**config.mk**
```make
export PLATFORM = sky130hd
export DESIGN_NAME = i3c_ctrl_top
export DESIGN_NICKNAME = d
export VERILOG_FILES = /design/src/hw/i3c_bus_pkg.sv /design/src/hw/i3c_cfg_pkg.sv /design/src/hw/addr_receiver.sv /design/src/hw/bus_monitor.sv /design/src/hw/ctrl_config.sv /design/src/hw/i3c_ctrl_top.sv
export VERILOG_INCLUDE_DIRS = /design/src /design/src/hw
export SDC_FILE = /design/constraint.sdc
export NUM_CORES = 1
export LEC_CHECK = 0
export ABC_AREA = 1
export BUFFER_PORTS_ARGS = -buffer_cell sky130_fd_sc_hd__buf_2
export CAP_MARGIN = 20
export CORE_MARGIN = 2
export CORE_UTILIZATION = 58
export DETAILED_ROUTE_END_ITERATION = 8
export PLACE_DENSITY = 0.79
export SLEW_MARGIN = 20
export SYNTH_ARGS = -nofsm -noshare
export SYNTH_HDL_FRONTEND = slang
export SYNTH_HIERARCHICAL = 1
export SYNTH_SLANG_ARGS = --single-unit
```
**constraint.sdc**
```tcl
create_clock -name clk_i -period 2.1 [get_ports clk_i]
set_input_delay 0.42 -clock clk_i [delete_from_list [all_inputs] [get_ports clk_i]]
set_output_delay 0.42 -clock clk_i [all_outputs]
set_load 0.005 [all_outputs]
```
**src/hw/i3c_consts.svh**
```systemverilog
//////////////////////////////////////////////////
// Shared constants for the I3C target front end.
// Include wherever a width or reset value is needed.
//////////////////////////////////////////////////

`ifndef I3C_CONSTS_SVH
`define I3C_CONSTS_SVH

// Flip-flop stages on SDA and SCL
`define I3C_SYNC_STAGES 2

// Deglitch counter width and its value after reset
`define I3C_FILT_W 8
`define I3C_FILT_RESET 4

// Address and address byte widths
`define I3C_ADDR_W 7
`define I3C_BYTE_W 8

`define I3C_BROADCAST_ADDR 7'h7E

`define I3C_CFG_DATA_W 16

`endif

```
**src/hw/i3c_bus_pkg.sv**
```systemverilog
//////////////////////////////////////////////////
// Types describing the observed bus state and
// the address receiver FSM.
//////////////////////////////////////////////////

package i3c_bus_pkg;

  // Filtered levels plus one-cycle condition strobes
  typedef struct packed {
    logic scl;
    logic sda;
    logic scl_rise;
    logic start;
    logic rstart;
    logic stop;
  } bus_state_t;

  // Address receiver states
  typedef enum logic [1:0] {
    RX_IDLE = 2'd0,
    RX_ADDR = 2'd1,
    RX_BUSY = 2'd2
  } rx_state_e;

endpackage

```
**src/hw/i3c_cfg_pkg.sv**
```systemverilog
//////////////////////////////////////////////////
// Types for the configuration register block:
// write select and the packed configuration.
//////////////////////////////////////////////////

`include "i3c_consts.svh"

package i3c_cfg_pkg;

  // Register select on the write port
  typedef enum logic [1:0] {
    REG_STA_ADDR = 2'd0,
    REG_DYN_ADDR = 2'd1,
    REG_FILT     = 2'd2,
    REG_ENABLE   = 2'd3
  } cfg_reg_e;

  typedef struct packed {
    logic [`I3C_ADDR_W-1:0] sta_addr;
    logic                   sta_valid;
    logic [`I3C_ADDR_W-1:0] dyn_addr;
    logic                   dyn_valid;
    logic [`I3C_FILT_W-1:0] filt_cycles;
    logic                   enable;
  } cfg_t;

endpackage

```
**src/hw/addr_receiver.sv**
```systemverilog
//////////////////////////////////////////////////
// Collects the first byte after START or repeated
// START, reports it with RnW and flags a match
// against the static, dynamic or broadcast address.
//////////////////////////////////////////////////

`timescale 1ns/100ps

`include "i3c_consts.svh"

module addr_receiver (
  input  logic                     clk_i,
  input  logic                     rst_i,
  input  i3c_bus_pkg::bus_state_t  bus_i,
  input  i3c_cfg_pkg::cfg_t        cfg_i,
  output logic [`I3C_BYTE_W-1:0]   bus_addr_o,
  output logic                     bus_addr_valid_o,
  output logic                     addr_match_o,
  output logic                     xfer_in_progress_o
);

  import i3c_bus_pkg::*;

  localparam int CntW = $clog2(`I3C_BYTE_W);

  rx_state_e              state_q;
  logic [CntW-1:0]        bit_cnt_q;
  logic [`I3C_BYTE_W-2:0] shift_q;
  logic [`I3C_BYTE_W-1:0] byte_c;
  logic [`I3C_ADDR_W-1:0] addr_c;
  logic                   bit_take;
  logic                   byte_done;
  logic                   hit;

  // Byte as it stands with the current SDA bit appended
  assign byte_c   = {shift_q, bus_i.sda};
  assign addr_c   = byte_c[`I3C_BYTE_W-1:1];
  assign bit_take = (state_q == RX_ADDR) && bus_i.scl_rise;
  assign byte_done = bit_take && cfg_i.enable &&
                     (bit_cnt_q == CntW'(`I3C_BYTE_W - 1));

  assign hit = (cfg_i.sta_valid && addr_c == cfg_i.sta_addr) ||
               (cfg_i.dyn_valid && addr_c == cfg_i.dyn_addr) ||
               (addr_c == `I3C_BROADCAST_ADDR);

  always_ff @(posedge clk_i) begin
    if (rst_i) begin
      state_q          <= RX_IDLE;
      bit_cnt_q        <= '0;
      bus_addr_valid_o <= 1'b0;
      addr_match_o     <= 1'b0;
    end else begin
      bus_addr_valid_o <= byte_done;
      addr_match_o     <= byte_done & hit;
      if (!cfg_i.enable || bus_i.stop) begin
        // Partial byte is dropped
        state_q <= RX_IDLE;
      end else if (bus_i.start || bus_i.rstart) begin
        state_q   <= RX_ADDR;
        bit_cnt_q <= '0;
      end else if (byte_done) begin
        state_q <= RX_BUSY;
      end else if (bit_take) begin
        bit_cnt_q <= bit_cnt_q + 1'b1;
      end
    end
  end

  // MSB first
  always_ff @(posedge clk_i) begin
    if (bit_take) begin
      shift_q <= byte_c[`I3C_BYTE_W-2:0];
    end
    if (byte_done) begin
      bus_addr_o <= byte_c;
    end
  end

  assign xfer_in_progress_o = (state_q != RX_IDLE);

  a_match_with_valid: assert property (
    @(posedge clk_i) disable iff (rst_i)
    addr_match_o |-> bus_addr_valid_o
  );

  a_valid_leaves_addr: assert property (
    @(posedge clk_i) disable iff (rst_i)
    $rose(bus_addr_valid_o) |-> ($past(state_q) == RX_ADDR) && (state_q == RX_BUSY)
  );

endmodule

```
**src/hw/bus_monitor.sv**
```systemverilog
//////////////////////////////////////////////////
// Synchronizes and deglitches SCL/SDA, then
// decodes START, repeated START, STOP and SCL
// rising edges as one-cycle strobes.
//////////////////////////////////////////////////

`timescale 1ns/100ps

`include "i3c_consts.svh"

module bus_monitor (
  input  logic                       clk_i,
  input  logic                       rst_i,
  input  logic                       scl_i,
  input  logic                       sda_i,
  input  logic [`I3C_FILT_W-1:0]     filt_cycles_i,
  input  logic                       enable_i,
  output i3c_bus_pkg::bus_state_t    state_o
);

  // Line 0 is SCL, line 1 is SDA
  logic [1:0] raw;
  logic [1:0] filt;

  logic scl_prev_q;
  logic sda_prev_q;
  logic open_q;
  logic scl_rise_q;
  logic start_q;
  logic rstart_q;
  logic stop_q;

  logic scl_high;
  logic sda_fall;
  logic sda_rise;

  assign raw = {sda_i, scl_i};

  for (genvar i = 0; i < 2; i++) begin : g_line
    logic [`I3C_SYNC_STAGES-1:0] sync_q;
    logic [`I3C_FILT_W-1:0]      cnt_q;
    logic [`I3C_FILT_W:0]        cnt_inc;
    logic                        level_q;

    assign cnt_inc = {1'b0, cnt_q} + 1'b1;
    assign filt[i] = level_q;

    always_ff @(posedge clk_i) begin
      if (rst_i) begin
        sync_q  <= '1;
        cnt_q   <= '0;
        level_q <= 1'b1;
      end else begin
        sync_q <= {sync_q[`I3C_SYNC_STAGES-2:0], raw[i]};
        if (sync_q[`I3C_SYNC_STAGES-1] == level_q) begin
          cnt_q <= '0;
        end else if (cnt_inc >= {1'b0, filt_cycles_i}) begin
          // Held long enough, accept the new level
          level_q <= sync_q[`I3C_SYNC_STAGES-1];
          cnt_q   <= '0;
        end else begin
          cnt_q <= cnt_inc[`I3C_FILT_W-1:0];
        end
      end
    end
  end

  // Conditions on the filtered levels
  assign scl_high = filt[0] & scl_prev_q;
  assign sda_fall = sda_prev_q & ~filt[1] & scl_high;
  assign sda_rise = ~sda_prev_q & filt[1] & scl_high;

  always_ff @(posedge clk_i) begin
    if (rst_i) begin
      scl_prev_q <= 1'b1;
      sda_prev_q <= 1'b1;
      open_q     <= 1'b0;
      scl_rise_q <= 1'b0;
      start_q    <= 1'b0;
      rstart_q   <= 1'b0;
      stop_q     <= 1'b0;
    end else begin
      scl_prev_q <= filt[0];
      sda_prev_q <= filt[1];
      scl_rise_q <= enable_i & ~scl_prev_q & filt[0];
      start_q    <= enable_i & sda_fall & ~open_q;
      rstart_q   <= enable_i & sda_fall & open_q;
      stop_q     <= enable_i & sda_rise;
      if (!enable_i || sda_rise) begin
        open_q <= 1'b0;
      end else if (sda_fall) begin
        open_q <= 1'b1;
      end
    end
  end

  // Levels are delayed to line up with the strobes
  assign state_o = '{
    scl:      scl_prev_q,
    sda:      sda_prev_q,
    scl_rise: scl_rise_q,
    start:    start_q,
    rstart:   rstart_q,
    stop:     stop_q
  };

  a_cond_exclusive: assert property (
    @(posedge clk_i) disable iff (rst_i)
    $onehot0({start_q, rstart_q, stop_q})
  );

endmodule

```
**src/hw/ctrl_config.sv**
```systemverilog
//////////////////////////////////////////////////
// Target configuration registers. A write strobe
// updates one register; all are presented as a
// single packed struct one cycle later.
//////////////////////////////////////////////////

`timescale 1ns/100ps

`include "i3c_consts.svh"

module ctrl_config (
  input  logic                        clk_i,
  input  logic                        rst_i,
  input  logic                        cfg_wr_i,
  input  i3c_cfg_pkg::cfg_reg_e       cfg_sel_i,
  input  logic [`I3C_CFG_DATA_W-1:0]  cfg_wdata_i,
  output i3c_cfg_pkg::cfg_t           cfg_o
);

  import i3c_cfg_pkg::*;

  logic [`I3C_ADDR_W-1:0] sta_addr_q;
  logic [`I3C_ADDR_W-1:0] dyn_addr_q;
  logic                   sta_valid_q;
  logic                   dyn_valid_q;
  logic [`I3C_FILT_W-1:0] filt_q;
  logic                   enable_q;

  always_ff @(posedge clk_i) begin
    if (rst_i) begin
      sta_valid_q <= 1'b0;
      dyn_valid_q <= 1'b0;
      filt_q      <= `I3C_FILT_W'(`I3C_FILT_RESET);
      enable_q    <= 1'b0;
    end else if (cfg_wr_i) begin
      case (cfg_sel_i)
        REG_STA_ADDR: sta_valid_q <= cfg_wdata_i[`I3C_ADDR_W];
        REG_DYN_ADDR: dyn_valid_q <= cfg_wdata_i[`I3C_ADDR_W];
        REG_FILT:     filt_q      <= cfg_wdata_i[`I3C_FILT_W-1:0];
        REG_ENABLE:   enable_q    <= cfg_wdata_i[0];
        default:      ;
      endcase
    end
  end

  // Address values, only meaningful with their valid flags
  always_ff @(posedge clk_i) begin
    if (cfg_wr_i && cfg_sel_i == REG_STA_ADDR) begin
      sta_addr_q <= cfg_wdata_i[`I3C_ADDR_W-1:0];
    end
    if (cfg_wr_i && cfg_sel_i == REG_DYN_ADDR) begin
      dyn_addr_q <= cfg_wdata_i[`I3C_ADDR_W-1:0];
    end
  end

  assign cfg_o = '{
    sta_addr:    sta_addr_q,
    sta_valid:   sta_valid_q,
    dyn_addr:    dyn_addr_q,
    dyn_valid:   dyn_valid_q,
    filt_cycles: filt_q,
    enable:      enable_q
  };

  a_sel_known: assert property (
    @(posedge clk_i) disable iff (rst_i)
    cfg_wr_i |-> !$isunknown(cfg_sel_i)
  );

endmodule

```
**src/hw/i3c_ctrl_top.sv**
```systemverilog
//////////////////////////////////////////////////
// I3C/I2C target front end. Bus monitor, config
// registers and address receiver wired together.
//////////////////////////////////////////////////

`timescale 1ns/100ps

`include "i3c_consts.svh"

module i3c_ctrl_top (
  input  logic                        clk_i,
  input  logic                        rst_i,
  input  logic                        scl_i,
  input  logic                        sda_i,
  input  logic                        cfg_wr_i,
  input  i3c_cfg_pkg::cfg_reg_e       cfg_sel_i,
  input  logic [`I3C_CFG_DATA_W-1:0]  cfg_wdata_i,
  output logic                        bus_start_o,
  output logic                        bus_rstart_o,
  output logic                        bus_stop_o,
  output logic [`I3C_BYTE_W-1:0]      bus_addr_o,
  output logic                        bus_addr_valid_o,
  output logic                        addr_match_o,
  output logic                        xfer_in_progress_o
);

  import i3c_bus_pkg::*;
  import i3c_cfg_pkg::*;

  cfg_t       cfg;
  bus_state_t bus_state;

  ctrl_config u_config (
    .clk_i       (clk_i),
    .rst_i       (rst_i),
    .cfg_wr_i    (cfg_wr_i),
    .cfg_sel_i   (cfg_sel_i),
    .cfg_wdata_i (cfg_wdata_i),
    .cfg_o       (cfg)
  );

  bus_monitor u_bus_monitor (
    .clk_i         (clk_i),
    .rst_i         (rst_i),
    .scl_i         (scl_i),
    .sda_i         (sda_i),
    .filt_cycles_i (cfg.filt_cycles),
    .enable_i      (cfg.enable),
    .state_o       (bus_state)
  );

  addr_receiver u_addr_receiver (
    .clk_i              (clk_i),
    .rst_i              (rst_i),
    .bus_i              (bus_state),
    .cfg_i              (cfg),
    .bus_addr_o         (bus_addr_o),
    .bus_addr_valid_o   (bus_addr_valid_o),
    .addr_match_o       (addr_match_o),
    .xfer_in_progress_o (xfer_in_progress_o)
  );

  // Bus conditions straight from the monitor
  assign bus_start_o  = bus_state.start;
  assign bus_rstart_o = bus_state.rstart;
  assign bus_stop_o   = bus_state.stop;

endmodule

```
==> reports/results.txt <==
Total Die Area: 6820 µm²
Mapped Area: 3580 µm²
fill count: 493
Worst Skew: 0.00870 ns
nets@finish: 498
CTS sink cnt: 76
leakage: 1.96 nW
first-pass GRT wire length: 10.3 mm
Max-Cap Viols: 0
CP Max Fanout: 8
Remaining DRCs: 0
Setup WS post-layout: 0.0696 ns
Worst Hold Class: primary input to register
worst slack at placement: -0.0305 ns
Starting Density: 60.2%
Synthesized Nets: 465
Final Max Tran Viols: 0
final total power: 2.68 mW
status: complete, no violations
Routability Congestion: 0.771
routed via count: 2591
Period minus WS final: 2.03 ns
Hold Violations, Final: 0
die extent in y: 82.6 µm
vias in the first global route: 2440
final setup violation count: 0
Detail Route Antenna Nets: 0
Crit. End Element: register
CTS tree: done
IR drop worst, VDD: 0.000419 V
Rows: 28
# diodes: 0
grt ovf: 0
port buffer count: 28
die width: 82.6 µm
critical path launch point type: register
total CTS buffers: 9
clock-pin slew on the worst setup and hold paths: 0.07 ns
# IOs: 37
Pre-antenna DRT Iters: 4
H-tree levels: 3
cells after synthesis: 422
synth warn: 6
Worst-Margin Slew: 0.546 ns
Post-DP HPWL: 4.46 mm
PwrDens: 658 nW/µm²
Tcrit/Tclk final: 96.7%
CP Class: register to register
CTS Buffer Depth: 2
Routed wire per std cell: 12.1 µm
initial antenna violation count: 0
Slew HR: 63.5%
Worst EP arrival: 2.31 ns
largest net degree at the start of global routing: 16
Routed Wire Length: 6.48 mm
post-route setup TNS: 0 ns
layout cell share with drive strength beyond 1: 19.8%
fmax: 0.493 GHz
Synth Area per Inst: 8.49 µm²
RSZ-0062 raised after global routing: yes
GRT Total Usage: 20.0%
vias per cell: 4.84
area growth from synthesis to layout: 13.7%
core footprint: 5960 µm²
DR iter-0 viols: 83
CTS Root Cell: clkbuf_8
Clk Latency, worst-skew pair: 0.34 ns
WP data required: 2.38 ns
==> routing by layer <==
metal	share of wire, %	up-vias	global-route usage, %
li1	-	1370	-
met1	45	1153	24.4
met2	50	60	33.3
met3	4.1	8	6.30
met4	1.2	0	7.38
met5	0	-	0
==> worst paths after layout <==
check	from	to	slack, ns	depth (start not counted)
setup / recovery	u_bus_monitor/g_line[0].cnt_q[1]	u_bus_monitor/g_line[0].cnt_q[0]	0.07	13
setup reg to reg	u_bus_monitor/g_line[0].cnt_q[1]	u_bus_monitor/g_line[0].cnt_q[0]	0.07	13
hold / removal	scl_i	u_bus_monitor/g_line[0].sync_q[0]	0.27	2
hold reg to reg	u_bus_monitor/g_line[0].sync_q[0]	u_bus_monitor/g_line[0].sync_q[1]	0.42	1
==> through the flow <==
stage               area (µm²)  instances  utilization (%)  hold slack [ns]
finish                    4070        535             68.4            0.267
global route              4070        535             68.4            0.255
CTS                       3920        533             65.9            0.253
detailed placement        3750        517             63.0            0.405
global placement          3750        517             63.0            0.392
floorplan                 3580        422                -            0.389
==> flip-flops by register name, summed over array words and instances, names as in the netlist <==
register and flops:
u_config/dyn_valid_q 1, u_bus_monitor/start_q 1, u_addr_receiver/state_q 2, u_bus_monitor/g_line.cnt_q 16
u_config/filt_q 8, u_addr_receiver/bus_addr_o 8, u_config/dyn_addr_q 7, u_bus_monitor/scl_prev_q 1
u_bus_monitor/g_line.level_q 2, u_config/sta_addr_q 7, u_bus_monitor/sda_prev_q 1, u_bus_monitor/open_q 1
u_addr_receiver/addr_match_o 1, u_bus_monitor/g_line.sync_q 4, u_config/enable_q 1, u_bus_monitor/rstart_q 1
u_addr_receiver/bus_addr_valid_o 1, u_addr_receiver/addr_c 7, u_addr_receiver/bit_cnt_q 3, u_config/sta_valid_q 1
u_bus_monitor/scl_rise_q 1, u_bus_monitor/stop_q 1
==> repair_timing <==
| item | CTS | global route |
|---|---|---|
| setup buffers | 0 | 2 |
| setup endpoints to repair | 8 | 18 |
| gates resized for setup | 2 | 31 |
| hold buffers | 0 | 0 |
| pin swaps | 0 | 11 |
==> cell usage in the layout, fill, tap and decap left out, types with 5 or more instances in the layout <==
cell type and n:
nand3_1 12, nand3_4 5, edfxtp_1 29, nor2_1 44, clkbuf_8 9, nor2_2 6, nand2_1 93, ha_1 17
nor3_1 9, nand2_2 6, buf_2 28, xor2_1 7, dfxtp_1 43, or2_2 5, a21oi_1 13, inv_1 84
==> layout make-up <==
| cell class | count | area (µm²) | area share, % |
|---|---|---|---|
| Clock buffer | 11 | 131 | 3.23 |
| Clock inverter | 5 | 28.8 | 0.707 |
| Inverter | 86 | 323 | 7.93 |
| Multi-Input combinational cell | 250 | 1510 | 37.1 |
| Sequential cell | 76 | 1820 | 44.6 |
| Tap cell | 75 | 93.8 | 2.30 |
| Timing Repair Buffer | 32 | 170 | 4.18 |
==> critical path, cell delays in order, from the launching register on <==
cell and delay [ns]:
dfxtp_2 0.36, ha_4 0.15, nand2_4 0.07, nor2_4 0.11
xor2_1 0.18, inv_1 0.11, ha_4 0.26, a21oi_2 0.14
nand3_2 0.08, nand2_1 0.07, nand2_1 0.06, nand2_2 0.11
nand3_4 0.13, nor2_2 0.13
==> power breakdown <==
| group | internal [mW] | leakage, nW | switching [mW] |
|---|---|---|---|
| combinational | 0.0615 | 1.23 | 0.105 |
| sequential | 1.56 | 0.651 | 0.0224 |
| clock | 0.422 | 0.0784 | 0.509 |
| total | 2.04 | 1.96 | 0.637 |
No activity file was read; power rests on OpenSTA's default activity.
